`src/source/tv80Pkg.sv`:
```
// --------------------
// TV80 bus-cycle engine shared types
// Cycle codes, opcodes and the structs passed between blocks
// --------------------
`default_nettype none

package tv80Pkg;

  typedef logic [15:0] addr_t;
  typedef logic [7:0]  byte_t;
  typedef logic [6:0]  oneHot_t;   // Bit 0 is M1 or T1

  // One-hot cycle codes
  localparam oneHot_t CycleFirst = 7'b0000001;
  localparam int IdxM1 = 0;
  localparam int IdxM2 = 1;
  localparam int IdxM3 = 2;
  localparam int IdxT1 = 0;
  localparam int IdxT2 = 1;
  localparam int IdxT3 = 2;
  localparam int IdxT4 = 3;

  // Opcodes known to the decoder
  localparam byte_t OpNop  = 8'h00;
  localparam byte_t OpJp   = 8'hC3;
  localparam byte_t OpDi   = 8'hF3;
  localparam byte_t OpEi   = 8'hFB;
  localparam byte_t OpHalt = 8'h76;

  typedef struct packed {
    logic [2:0] mCycles;   // M-cycles in the instruction
    logic       jump;      // PC from temporary address at the end
    logic       setEi;
    logic       setDi;
    logic       halt;
  } decodeCtrl_t;

  typedef struct packed {
    oneHot_t mCycle;
    oneHot_t tState;
    logic    dataStrobe;   // End of T2 with waitN high
    logic    cycleEnd;
    logic    instrEnd;
  } seqTiming_t;

  typedef struct packed {
    logic nmiCycle;
    logic intCycle;
    logic halted;
  } irqState_t;

endpackage

`default_nettype wire

```
`src/source/cycleSequencer.sv`:
```
// --------------------
// M-cycle and T-state sequencer
// Wait states on T2, bus request parking between cycles
// --------------------
`timescale 1ns/1ps
`default_nettype none

module cycleSequencer
  import tv80Pkg::*;
(
  input  logic        clk,
  input  logic        reset_n,
  input  logic        waitN,
  input  logic        busReqN,
  input  decodeCtrl_t ctrl,
  output seqTiming_t  timing,
  output logic        m1N,
  output logic        busAckN
);

  oneHot_t mCycle;
  oneHot_t tState;
  logic    busReqSync;
  logic    busAck;
  logic    lastM;
  logic    lastT;
  logic    stallT2;
  logic    cycleEnd;

  // --------------------
  // Cycle boundaries
  // --------------------
  always_comb
  begin
    lastM    = mCycle[ctrl.mCycles - 3'd1];
    lastT    = mCycle[IdxM1] ? tState[IdxT4] : tState[IdxT3];   // M1 has 4 T-states
    stallT2  = tState[IdxT2] && !waitN;
    // A pending request parks the machine on the last T-state
    cycleEnd = lastT && !busAck && !busReqSync;
  end

  // --------------------
  // State rings
  // --------------------
  always_ff @(posedge clk)
  begin
    if (!reset_n)
    begin
      mCycle     <= CycleFirst;
      tState     <= CycleFirst;
      busReqSync <= 1'b0;
      busAck     <= 1'b0;
    end
    else
    begin
      busReqSync <= !busReqN;
      if (cycleEnd)
      begin
        tState <= CycleFirst;
        mCycle <= lastM ? CycleFirst : {mCycle[5:0], mCycle[6]};
      end
      else if (lastT)
      begin
        // Enter, hold or leave acknowledge with the synchronized request
        busAck <= busReqSync;
      end
      else if (!stallT2)
      begin
        tState <= {tState[5:0], tState[6]};
      end
    end
  end

  always_comb
  begin
    timing.mCycle     = mCycle;
    timing.tState     = tState;
    timing.dataStrobe = tState[IdxT2] && waitN;
    timing.cycleEnd   = cycleEnd;
    timing.instrEnd   = cycleEnd && lastM;
  end

  assign m1N     = !(mCycle[IdxM1] && (tState[IdxT1] || tState[IdxT2]));
  assign busAckN = !busAck;

endmodule

`default_nettype wire

```
`src/source/instrDecode.sv`:
```
// --------------------
// Instruction decoder
// Opcode to M-cycle count and control bits
// --------------------
`timescale 1ns/1ps
`default_nettype none

module instrDecode
  import tv80Pkg::*;
(
  input  byte_t       ir,
  output decodeCtrl_t ctrl
);

  always_comb
  begin
    // Anything unknown runs as a one M-cycle NOP
    ctrl.mCycles = 3'd1;
    ctrl.jump    = 1'b0;
    ctrl.setEi   = 1'b0;
    ctrl.setDi   = 1'b0;
    ctrl.halt    = 1'b0;

    case (ir)
      OpJp:
      begin
        ctrl.mCycles = 3'd3;   // Fetch plus two operand reads
        ctrl.jump    = 1'b1;
      end
      OpEi:   ctrl.setEi = 1'b1;
      OpDi:   ctrl.setDi = 1'b1;
      OpHalt: ctrl.halt  = 1'b1;
      OpNop:  ;
      default: ;
    endcase
  end

endmodule

`default_nettype wire

```
`src/source/interruptControl.sv`:
```
// --------------------
// Interrupt control and halt state
// IFF1, NMI edge latch, acknowledge selection
// --------------------
`timescale 1ns/1ps
`default_nettype none

module interruptControl
  import tv80Pkg::*;
(
  input  logic        clk,
  input  logic        reset_n,
  input  logic        intN,
  input  logic        nmiN,
  input  seqTiming_t  timing,
  input  decodeCtrl_t ctrl,
  output irqState_t   irq,
  output logic        haltN,
  output logic        intCycleN,
  output logic        intEnable
);

  logic intReq;
  logic nmiSync;
  logic nmiPrev;
  logic nmiPending;
  logic iff1;
  logic halted;
  logic nmiCycle;
  logic intCycle;
  logic takeNmi;
  logic takeInt;
  logic eiDiSlot;

  always_comb
  begin
    takeNmi  = timing.instrEnd && nmiPending;   // NMI wins
    // No INT straight after EI
    takeInt  = timing.instrEnd && !nmiPending && intReq && iff1 && !ctrl.setEi;
    eiDiSlot = timing.mCycle[IdxM1] && timing.tState[IdxT3];
  end

  always_ff @(posedge clk)
  begin
    if (!reset_n)
    begin
      intReq     <= 1'b0;
      nmiSync    <= 1'b1;
      nmiPrev    <= 1'b1;
      nmiPending <= 1'b0;
      iff1       <= 1'b0;
      halted     <= 1'b0;
      nmiCycle   <= 1'b0;
      intCycle   <= 1'b0;
    end
    else
    begin
      intReq  <= !intN;
      nmiSync <= nmiN;
      nmiPrev <= nmiSync;

      if (takeNmi)
        nmiPending <= 1'b0;
      else if (nmiPrev && !nmiSync)
        nmiPending <= 1'b1;   // Falling edge held until taken

      if (eiDiSlot && ctrl.setEi)
        iff1 <= 1'b1;
      else if (eiDiSlot && ctrl.setDi)
        iff1 <= 1'b0;
      else if (takeNmi || takeInt)
        iff1 <= 1'b0;   // Acknowledge masks INT

      if (timing.instrEnd)
      begin
        nmiCycle <= takeNmi;
        intCycle <= takeInt;
      end

      if (takeNmi || takeInt)
        halted <= 1'b0;
      else if (timing.instrEnd && ctrl.halt)
        halted <= 1'b1;
    end
  end

  assign irq       = '{nmiCycle: nmiCycle, intCycle: intCycle, halted: halted};
  assign haltN     = !halted;
  assign intCycleN = !intCycle;
  assign intEnable = iff1;

endmodule

`default_nettype wire

```
`src/source/addressUnit.sv`:
```
// --------------------
// Address unit
// IR, PC, temporary address and address bus
// --------------------
`timescale 1ns/1ps
`default_nettype none

module addressUnit
  import tv80Pkg::*;
#(
  parameter addr_t ResetPc   = 16'h0000,
  parameter addr_t NmiVector = 16'h0066,
  parameter addr_t IntVector = 16'h0038
)
(
  input  logic        clk,
  input  logic        reset_n,
  input  byte_t       dataIn,
  input  seqTiming_t  timing,
  input  decodeCtrl_t ctrl,
  input  irqState_t   irq,
  output byte_t       ir,
  output addr_t       address
);

  addr_t pc;
  addr_t pcNext;
  addr_t tmpAddr;
  logic  ackOrHalt;
  logic  fetchStrobe;
  logic  incPc;

  // --------------------
  // Next PC
  // --------------------
  always_comb
  begin
    ackOrHalt   = irq.nmiCycle || irq.intCycle || irq.halted;
    fetchStrobe = timing.dataStrobe && timing.mCycle[IdxM1];
    // Acknowledge and halt fetches leave PC alone
    incPc       = timing.dataStrobe && !(timing.mCycle[IdxM1] && ackOrHalt);

    pcNext = pc;
    if (timing.instrEnd && irq.nmiCycle)
      pcNext = NmiVector;
    else if (timing.instrEnd && irq.intCycle)
      pcNext = IntVector;
    else if (timing.instrEnd && ctrl.jump)
      pcNext = tmpAddr;
    else if (incPc)
      pcNext = pc + 16'd1;
  end

  always_ff @(posedge clk)
  begin
    if (!reset_n)
    begin
      pc      <= ResetPc;
      address <= ResetPc;
      ir      <= OpNop;
    end
    else
    begin
      pc <= pcNext;
      if (timing.cycleEnd)
        address <= pcNext;   // Valid from T1 on
      if (fetchStrobe)
        ir <= ackOrHalt ? OpNop : dataIn;
    end
  end

  // Operand bytes, low byte first
  always_ff @(posedge clk)
  begin
    if (!reset_n)
      tmpAddr <= '0;
    else
    begin
      if (timing.dataStrobe && timing.mCycle[IdxM2])
        tmpAddr[7:0] <= dataIn;
      if (timing.dataStrobe && timing.mCycle[IdxM3])
        tmpAddr[15:8] <= dataIn;
    end
  end

endmodule

`default_nettype wire

```
`src/source/tv80Top.sv`:
```
// --------------------
// TV80 bus-cycle engine top level
// Joins sequencer, decoder, interrupt control and address unit
// --------------------
`timescale 1ns/1ps
`default_nettype none

module tv80Top
  import tv80Pkg::*;
#(
  parameter addr_t ResetPc   = 16'h0000,
  parameter addr_t NmiVector = 16'h0066,
  parameter addr_t IntVector = 16'h0038
)
(
  input  logic    clk,
  input  logic    reset_n,
  input  logic    waitN,
  input  logic    intN,
  input  logic    nmiN,
  input  logic    busReqN,
  input  byte_t   dataIn,
  output addr_t   address,
  output logic    m1N,
  output logic    haltN,
  output logic    busAckN,
  output logic    intCycleN,
  output logic    intEnable,
  output oneHot_t mCycle,
  output oneHot_t tState
);

  seqTiming_t  timing;
  decodeCtrl_t ctrl;
  irqState_t   irq;
  byte_t       ir;

  assign mCycle = timing.mCycle;
  assign tState = timing.tState;

  cycleSequencer sequencer_i (
    .clk, .reset_n, .waitN, .busReqN, .ctrl, .timing, .m1N, .busAckN
  );

  instrDecode decode_i (.ir, .ctrl);

  interruptControl interrupt_i (
    .clk, .reset_n, .intN, .nmiN, .timing, .ctrl, .irq,
    .haltN, .intCycleN, .intEnable
  );

  addressUnit #(
    .ResetPc  (ResetPc),
    .NmiVector(NmiVector),
    .IntVector(IntVector)
  ) address_i (
    .clk, .reset_n, .dataIn, .timing, .ctrl, .irq, .ir, .address
  );

endmodule

`default_nettype wire

```
`config.mk`:
```
export PLATFORM = sky130hd
export DESIGN_NAME = tv80Top
export DESIGN_NICKNAME = d
export VERILOG_FILES = /design/src/source/tv80Pkg.sv /design/src/source/cycleSequencer.sv /design/src/source/instrDecode.sv /design/src/source/interruptControl.sv /design/src/source/addressUnit.sv /design/src/source/tv80Top.sv
export SDC_FILE = /design/constraint.sdc
export NUM_CORES = 1
export LEC_CHECK = 0
export ABC_AREA = 1
export BUFFER_PORTS_ARGS = -buffer_cell sky130_fd_sc_hd__buf_2
export CORE_MARGIN = 2
export CORE_UTILIZATION = 45
export DETAILED_ROUTE_END_ITERATION = 12
export PLACE_DENSITY_LB_ADDON = 0.12
export SLEW_MARGIN = 0
export SYNTH_ARGS = -nofsm -noshare
export SYNTH_HDL_FRONTEND = slang
export SYNTH_SLANG_ARGS = --single-unit
```
`constraint.sdc`:
```
create_clock -name clk -period 1.6 [get_ports clk]
set_input_delay 0.24 -clock clk [delete_from_list [all_inputs] [get_ports clk]]
set_output_delay 0.24 -clock clk [all_outputs]
set_load 0.03 [all_outputs]
```
# Word-level counts from Yosys, hierarchy flattened
# Cells that the tools add are included.
[totals] reg_bits=80 output_inout_bits=35 word_cells=90
[classes] n_addsub=2 n_lt_le_gt_ge=1 n_eq_ne=4 muxes=16 n_bitwise=4 reduce_logical=46
[ops] op="2-to-1 mux 16 bit" count=4
[ops] op="== test 8 bit (second input constant)" count=3
[ops] op="logical AND 1 bit" count=24
[ops] op="adder 16 x 1 -> 16 bit (second input constant)" count=1
[ops] op="zero test 1 bit" count=12
[ops] op="== test 8 x 7 -> 1 bit (second input constant)" count=1
[ops] op="2-to-1 mux 1 bit" count=8
[ops] op="2-to-1 mux 8 bit" count=1
[ops] op="2-to-1 mux 7 bit" count=1
[ops] op="OR reduction 2 bit" count=3
[ops] op="logical OR 1 bit" count=4
[ops] op="< comparator 3 x 4 -> 1 bit (second input constant)" count=1
[ops] op="NOT 1 bit" count=4
[ops] op="AND reduction 2 bit" count=2
[ops] op="binary-select mux 1 bit (select 3 bit)" count=1
[ops] op="2-to-1 mux 3 bit" count=1
[ops] op="nonzero test 3 bit" count=1
[ops] op="subtractor 3 x 1 -> 3 bit (second input constant)" count=1

# Logic depth before layout (Yosys ltp)
[logic_depth] depth_word=14 depth_mapped=13 depth_no_buf=13

# Hierarchy
# Synthesis repeated with hierarchy kept, for this count alone.
[hier_totals] cells_unflattened=574 hier_area_um2=3942.5
[modules_own_cells] module="addressUnit" instances=1 cells_each=382 area_each_um2=2668.8
[modules_own_cells] module="cycleSequencer" instances=1 cells_each=120 area_each_um2=823.3
[modules_own_cells] module="interruptControl" instances=1 cells_each=42 area_each_um2=321.6
[modules_own_cells] module="instrDecode" instances=1 cells_each=30 area_each_um2=128.9

# Worst setup path after synthesis
# OpenSTA, ideal clock, no wires.
[synth_path] kind="register to register" start="reg sequencer_i.mCycle[0]" end="reg address_i.address[6]" setup_time_ns=0.112 arrival_ns=1.633 required_time_ns=1.488 path_slack_ns=-0.145 path_stages_with_launch=12 path_buffers=2 cell_sequence="dfxtp_1 buf_6 nand2_2 nand2_4 nand3_4 nor3_4 buf_6 nand2_2 nand3_2 nand2_1 nand2_1 nand2_1"
[synth_between] elab_chain_cells=8
[synth_lines] item="from (decl)" line_no="cycleSequencer.sv:21" rtl="oneHot_t mCycle;"
[synth_lines] item="from (signal assigned)" line_no="cycleSequencer.sv:49" rtl="mCycle <= CycleFirst;"
[synth_lines] item="from (signal assigned)" line_no="cycleSequencer.sv:60" rtl="mCycle <= lastM ? CycleFirst : {mCycle[5:0], mCycle[6]};"
[synth_lines] item="parallel branches: the longest is 8 deep, another holds 2-to-1 mux 16 bit"
[synth_lines] item="to (signal assigned)" line_no="addressUnit.sv:59" rtl="address <= ResetPc;"
[synth_lines] item="to (signal assigned)" line_no="addressUnit.sv:66" rtl="address <= pcNext;"
[synth_lines] item="to (decl)" line_no="addressUnit.sv:23" rtl="output addr_t address"
# Several ways; the timed one is not identified. The select of a mux whose other input is x is not followed.
# A chain may end at the register's enable or synchronous reset.

# Worst setup path after layout
[layout_path] start="reg address_i.ir[4]" end="reg address_i.address[12]"
[layout_between] elab_chain_cells=10
[layout_lines] item="from (decl)" line_no="addressUnit.sv:22" rtl="output byte_t ir,"
[layout_lines] item="from (signal assigned)" line_no="addressUnit.sv:60" rtl="ir <= OpNop;"
[layout_lines] item="from (signal assigned)" line_no="addressUnit.sv:68" rtl="ir <= ackOrHalt ? OpNop : dataIn;"
[layout_lines] item="== test 8 bit *" line_no="instrDecode.sv:24" rtl="case (ir)"
[layout_lines] item="2-to-1 mux 3 bit *" line_no="instrDecode.sv:24"
[layout_lines] item="subtractor 3 x 1 -> 3 bit" line_no="cycleSequencer.sv:35" rtl="lastM = mCycle[ctrl.mCycles - 3'd1];"
[layout_lines] item="binary-select mux 1 bit (select 3 bit)" line_no="cycleSequencer.sv:35"
[layout_lines] item="2-to-1 mux 1 bit (implied by the code)" line_no="cycleSequencer.sv:35"
[layout_lines] item="logical AND 1 bit" line_no="cycleSequencer.sv:80" rtl="timing.instrEnd = cycleEnd && lastM;"
[layout_lines] item="logical AND 1 bit" line_no="addressUnit.sv:48" rtl="else if (timing.instrEnd && ctrl.jump)"
[layout_lines] item="2-to-1 mux 16 bit" line_no="addressUnit.sv:48"
[layout_lines] item="2-to-1 mux 16 bit" line_no="addressUnit.sv:46" rtl="else if (timing.instrEnd && irq.intCycle)"
[layout_lines] item="2-to-1 mux 16 bit *" line_no="addressUnit.sv:44" rtl="if (timing.instrEnd && irq.nmiCycle)"
# Mark *: on every way between the ends. The rest lies on a longest branch, timed or not. The select of a mux whose other input is x is not followed.

==> impl_summary.log <==
[metrics] fill cell instance count of the final layout: 752
[metrics] unrepaired setup endpoints after global routing: true
[metrics] die height: roughly 94 um
[metrics] Die W: around 94 um
[metrics] actual transition at the worst max-transition pin: 0.360 ns
[metrics] Slew HR: 0.760
[metrics] fin crit share: 0.964
[metrics] routed wire length: 9230 um
[metrics] crit path capture type: flip-flop
[metrics] worst-case clock skew: about 0.011 ns
[metrics] highest clock frequency the design can meet: 648 MHz
[metrics] initial core utilization: 0.468
[metrics] Hold Violations, Final: 0
[metrics] final weighted congestion in routability-driven placement: 0.832
[metrics] RR Startpoint: address_i.ir[4]$_SDFFE_PN0P_
[metrics] Cell Area, Synth: 3650 um^2
[metrics] GRT overflow: 0
[metrics] result of the run: complete, no violations
[metrics] row count: 32
[metrics] clock-pin slew on the worst setup and hold paths: ~0.090 ns
[metrics] final worst path period need: 1.54 ns
[metrics] WL per Instance: ~14 um
[metrics] remaining antenna violation count after routing: 0
[metrics] internal power component: 2.99 mW
[metrics] count of vias placed by the detailed router: 3,345
[metrics] cell at the root of the clock tree: clkbuf_8
[metrics] Synth cell types: 37
[metrics] maxcap violations: 0
[metrics] clock tree from TritonCTS: yes
[metrics] worst endpoint required time: between 1.5 and 2 ns
[metrics] initial antenna violation count: 0
[metrics] power density over the cells: 896 nW/um^2
[metrics] commonest non-fill, non-tap cell in the layout: nand2_1
[metrics] leakage power total: 2.14 nW
[metrics] #FFs+latches synth: 80
[metrics] share of synthesized area occupied by flip-flops and latches: 0.438
[metrics] count of input and output buffers: 48
[metrics] largest net degree at the start of global routing: 26
[metrics] sink count of the clock tree: 80
[metrics] number of levels the H-tree was split into: 3
[metrics] min setup slack post-route: between 0.05 and 0.06 ns
[metrics] final-report setup violation count: 0
[metrics] net switching fraction of the power: 0.275
[metrics] Top-Level Pins: ~50
[metrics] critical path launch point: address_i.ir[4]$_SDFFE_PN0P_
[metrics] footprint of the multi-input gates: 1860 um^2
[metrics] number of optimization iterations in the first detailed-route pass: 4
[metrics] worst-case clock buffer depth: 2
[metrics] DR iter-0 viols: 145
[metrics] Post-CTS Hold Buffers: 0
[metrics] first-pass GRT wire length: 15,000 um
[metrics] clk_lat worst skew: 0.35 ns
[metrics] power spent charging and discharging nets: approximately 1.1 mW
[metrics] Post-Synthesis Mean Instance Area: between 7 and 8 um^2
[metrics] via-per-instance ratio: roughly 5
[metrics] category of the worst setup path launch point: flip-flop
[metrics] number of remaining DRC errors: 0
[metrics] layout overhead on the synthesized area: 26.2%
[metrics] via count of the first global-routing pass: 3,117
[metrics] total clock buffers created by CTS: 9
[metrics] placement-stage worst setup slack: -0.00179 ns
[metrics] sequential cell area: 1620 um^2
[metrics] Net Count, Synth: 504
[metrics] peak ir drop on the vdd network: approximately 0.52 mV
[metrics] part of the power in combinational logic: 0.123
[metrics] share of total power in the clock network: 0.372
[metrics] part of the total power dissipated in sequential elements: 0.506
[metrics] fraction of final layout cells with drive strength greater than 1: 0.325
[metrics] Final TNS setup: 0 ns
[metrics] aggregate global-route resource usage: 0.218
[metrics] Final Net Count: slightly below 600
[metrics] Core ar.: between 7000 and 8000 um^2
[metrics] start point of the worst min-delay path: busReqN
[metrics] type of the worst setup path: flip-flop to flip-flop
[metrics] post-detailed-placement half-perimeter wirelength: 6710 um
[metrics] Synthesis Warnings: 0
[metrics] area of the die: 8860 um^2
[metrics] critical path data arrival time: roughly 1.8 ns
[metrics] number of standard cells after synthesis: 489
[metrics] most frequent cells in the layout: 114 x nand2_1, 69 x dfxtp_1, 56 x inv_1, 48 x buf_2
[metrics] Finished Core Util: 0.591
[metrics] Hold/Removal Path Class: primary input to flip-flop
[metrics] highest net fanout along the worst path: 12
[metrics] Pins Over Slew Limit: 0
[metrics] Diodes inserted: 0
==> cell usage after synthesis <==
cell	n	share of area
ha_1	1	0.0034
a21boi_1	8	0.016
nand4_1	6	0.010
nand3_4	2	0.0096
o21ai_0	19	0.026
nor3_1	2	0.0027
and3_1	1	0.0017
inv_1	58	0.060
buf_6	4	0.012
nand2_1	124	0.13
or2_2	12	0.021
inv_6	1	0.0024
o211ai_2	1	0.0034
inv_2	4	0.0041
a22oi_1	8	0.016
clkbuf_2	1	0.0014
o21bai_1	1	0.0021
nor2_8	1	0.0055
nand3b_4	1	0.0055
a21oi_1	35	0.048
nand3_1	30	0.041
nand3_2	12	0.033
o21ai_2	1	0.0024
nor4_1	1	0.0017
nand2_4	2	0.0062
clkinv_1	1	0.0010
nand3b_1	3	0.0062
nor2_2	4	0.0068
xor2_1	3	0.0072
nor3_4	1	0.0045
clkinv_2	1	0.0014
dfxtp_1	80	0.44
nand2_2	9	0.015
o32ai_1	1	0.0024
clkbuf_1	8	0.0082
nor2_1	38	0.039
o22ai_1	4	0.0068
==> metrics by stage <==
stage	hold slack (ns)	area, um^2	power [mW]	cells
2_1_floorplan	0.312	3670	2.44	489
3_3_place_gp	0.396	4170	2.59	650
3_5_place_dp	0.398	4170	2.59	650
4_1_cts	0.0219	4380	4.12	666
5_1_grt	0.0181	4610	4.32	677
6_report	0.0369	4610	4.13	677
==> what timing repair did <==
item	4_1_cts	5_1_grt
cloned	0	0
resized for setup	1	48
buffers inserted	0	11
setup endpoints to repair	5	34
pin swaps	1	9
==> critical path, cell delays in order (launching register included) <==
cell      delay [ns]
dfxtp_2         0.34
inv_1           0.05
nand2_1         0.07
nor2_4          0.13
nand2_4         0.08
nor3_4          0.19
buf_12          0.16
buf_4           0.15
nand2_1         0.10
nand3_2         0.11
a21boi_2        0.05
==> layout make-up <==
| cell class | count | share of cell area |
|---|---|---|
| Sequential cell | 80 | 0.351 |
| Inverter | 65 | 0.0567 |
| Multi-Input combinational cell | 331 | 0.404 |
| Timing Repair Buffer | 83 | 0.115 |
| Clock inverter | 4 | 0.00733 |
| Tap cell | 102 | 0.0277 |
| Clock buffer | 12 | 0.0383 |
==> cells by family (layout without fill, tap and decap cells) <==
kind of cell / Yosys count / in the layout / share of synthesized area
DFF: 80 / 80 / 0.438
buffers and inverters: 78 / 164 / 0.0904
adders and majority gates: 1 / 1 / 0.00342
AOI/OAI and AO/OA: 78 / 78 / 0.124
and+or+nand+nor: 249 / 249 / 0.337
xor gates and xnor gates: 3 / 3 / 0.00719
==> power by group through the flow <==
stage / combinational [mW] / sequential [mW] / clock, mW
after CTS: 0.464 / 2.09 / 1.57
final: 0.507 / 2.09 / 1.54
after floorplan: 0.261 / 2.18 / 0
after global routing: 0.561 / 2.10 / 1.67
after detailed placement: 0.460 / 2.13 / 0
after global placement: 0.457 / 2.13 / 0
==> path summary, 6_finish.rpt <==
kind | to | cells past startpoint | slack [ns]
max | address_i.address[12]$_SDFFE_PN0P_ | 10 | 0.06
min | sequencer_i.busReqSync$_SDFF_PN0_ | 2 | 0.04
max reg2reg | address_i.address[12]$_SDFFE_PN0P_ | 10 | 0.06
min reg2reg | interrupt_i.nmiPrev$_SDFF_PN1_ | 2 | 0.43
==> sequential cells by signal (all words and copies together) (netlist names), 7 cells and up <==
register            flops
sequencer_i.mCycle      7
address_i.tmpAddr      16
address_i.ir            8
address_i.pc           16
address_i.address      16
sequencer_i.tState      7
==> per-layer routing <==
layer,GRT usage,vias to the layer above,routed length [um]
met5,0,-,0
met4,0.0664,0,193
met3,0.0457,12,328
li1,-,1733,-
met2,0.370,66,4530
met1,0.277,1534,4180
No activity file was read; power rests on OpenSTA's default activity.
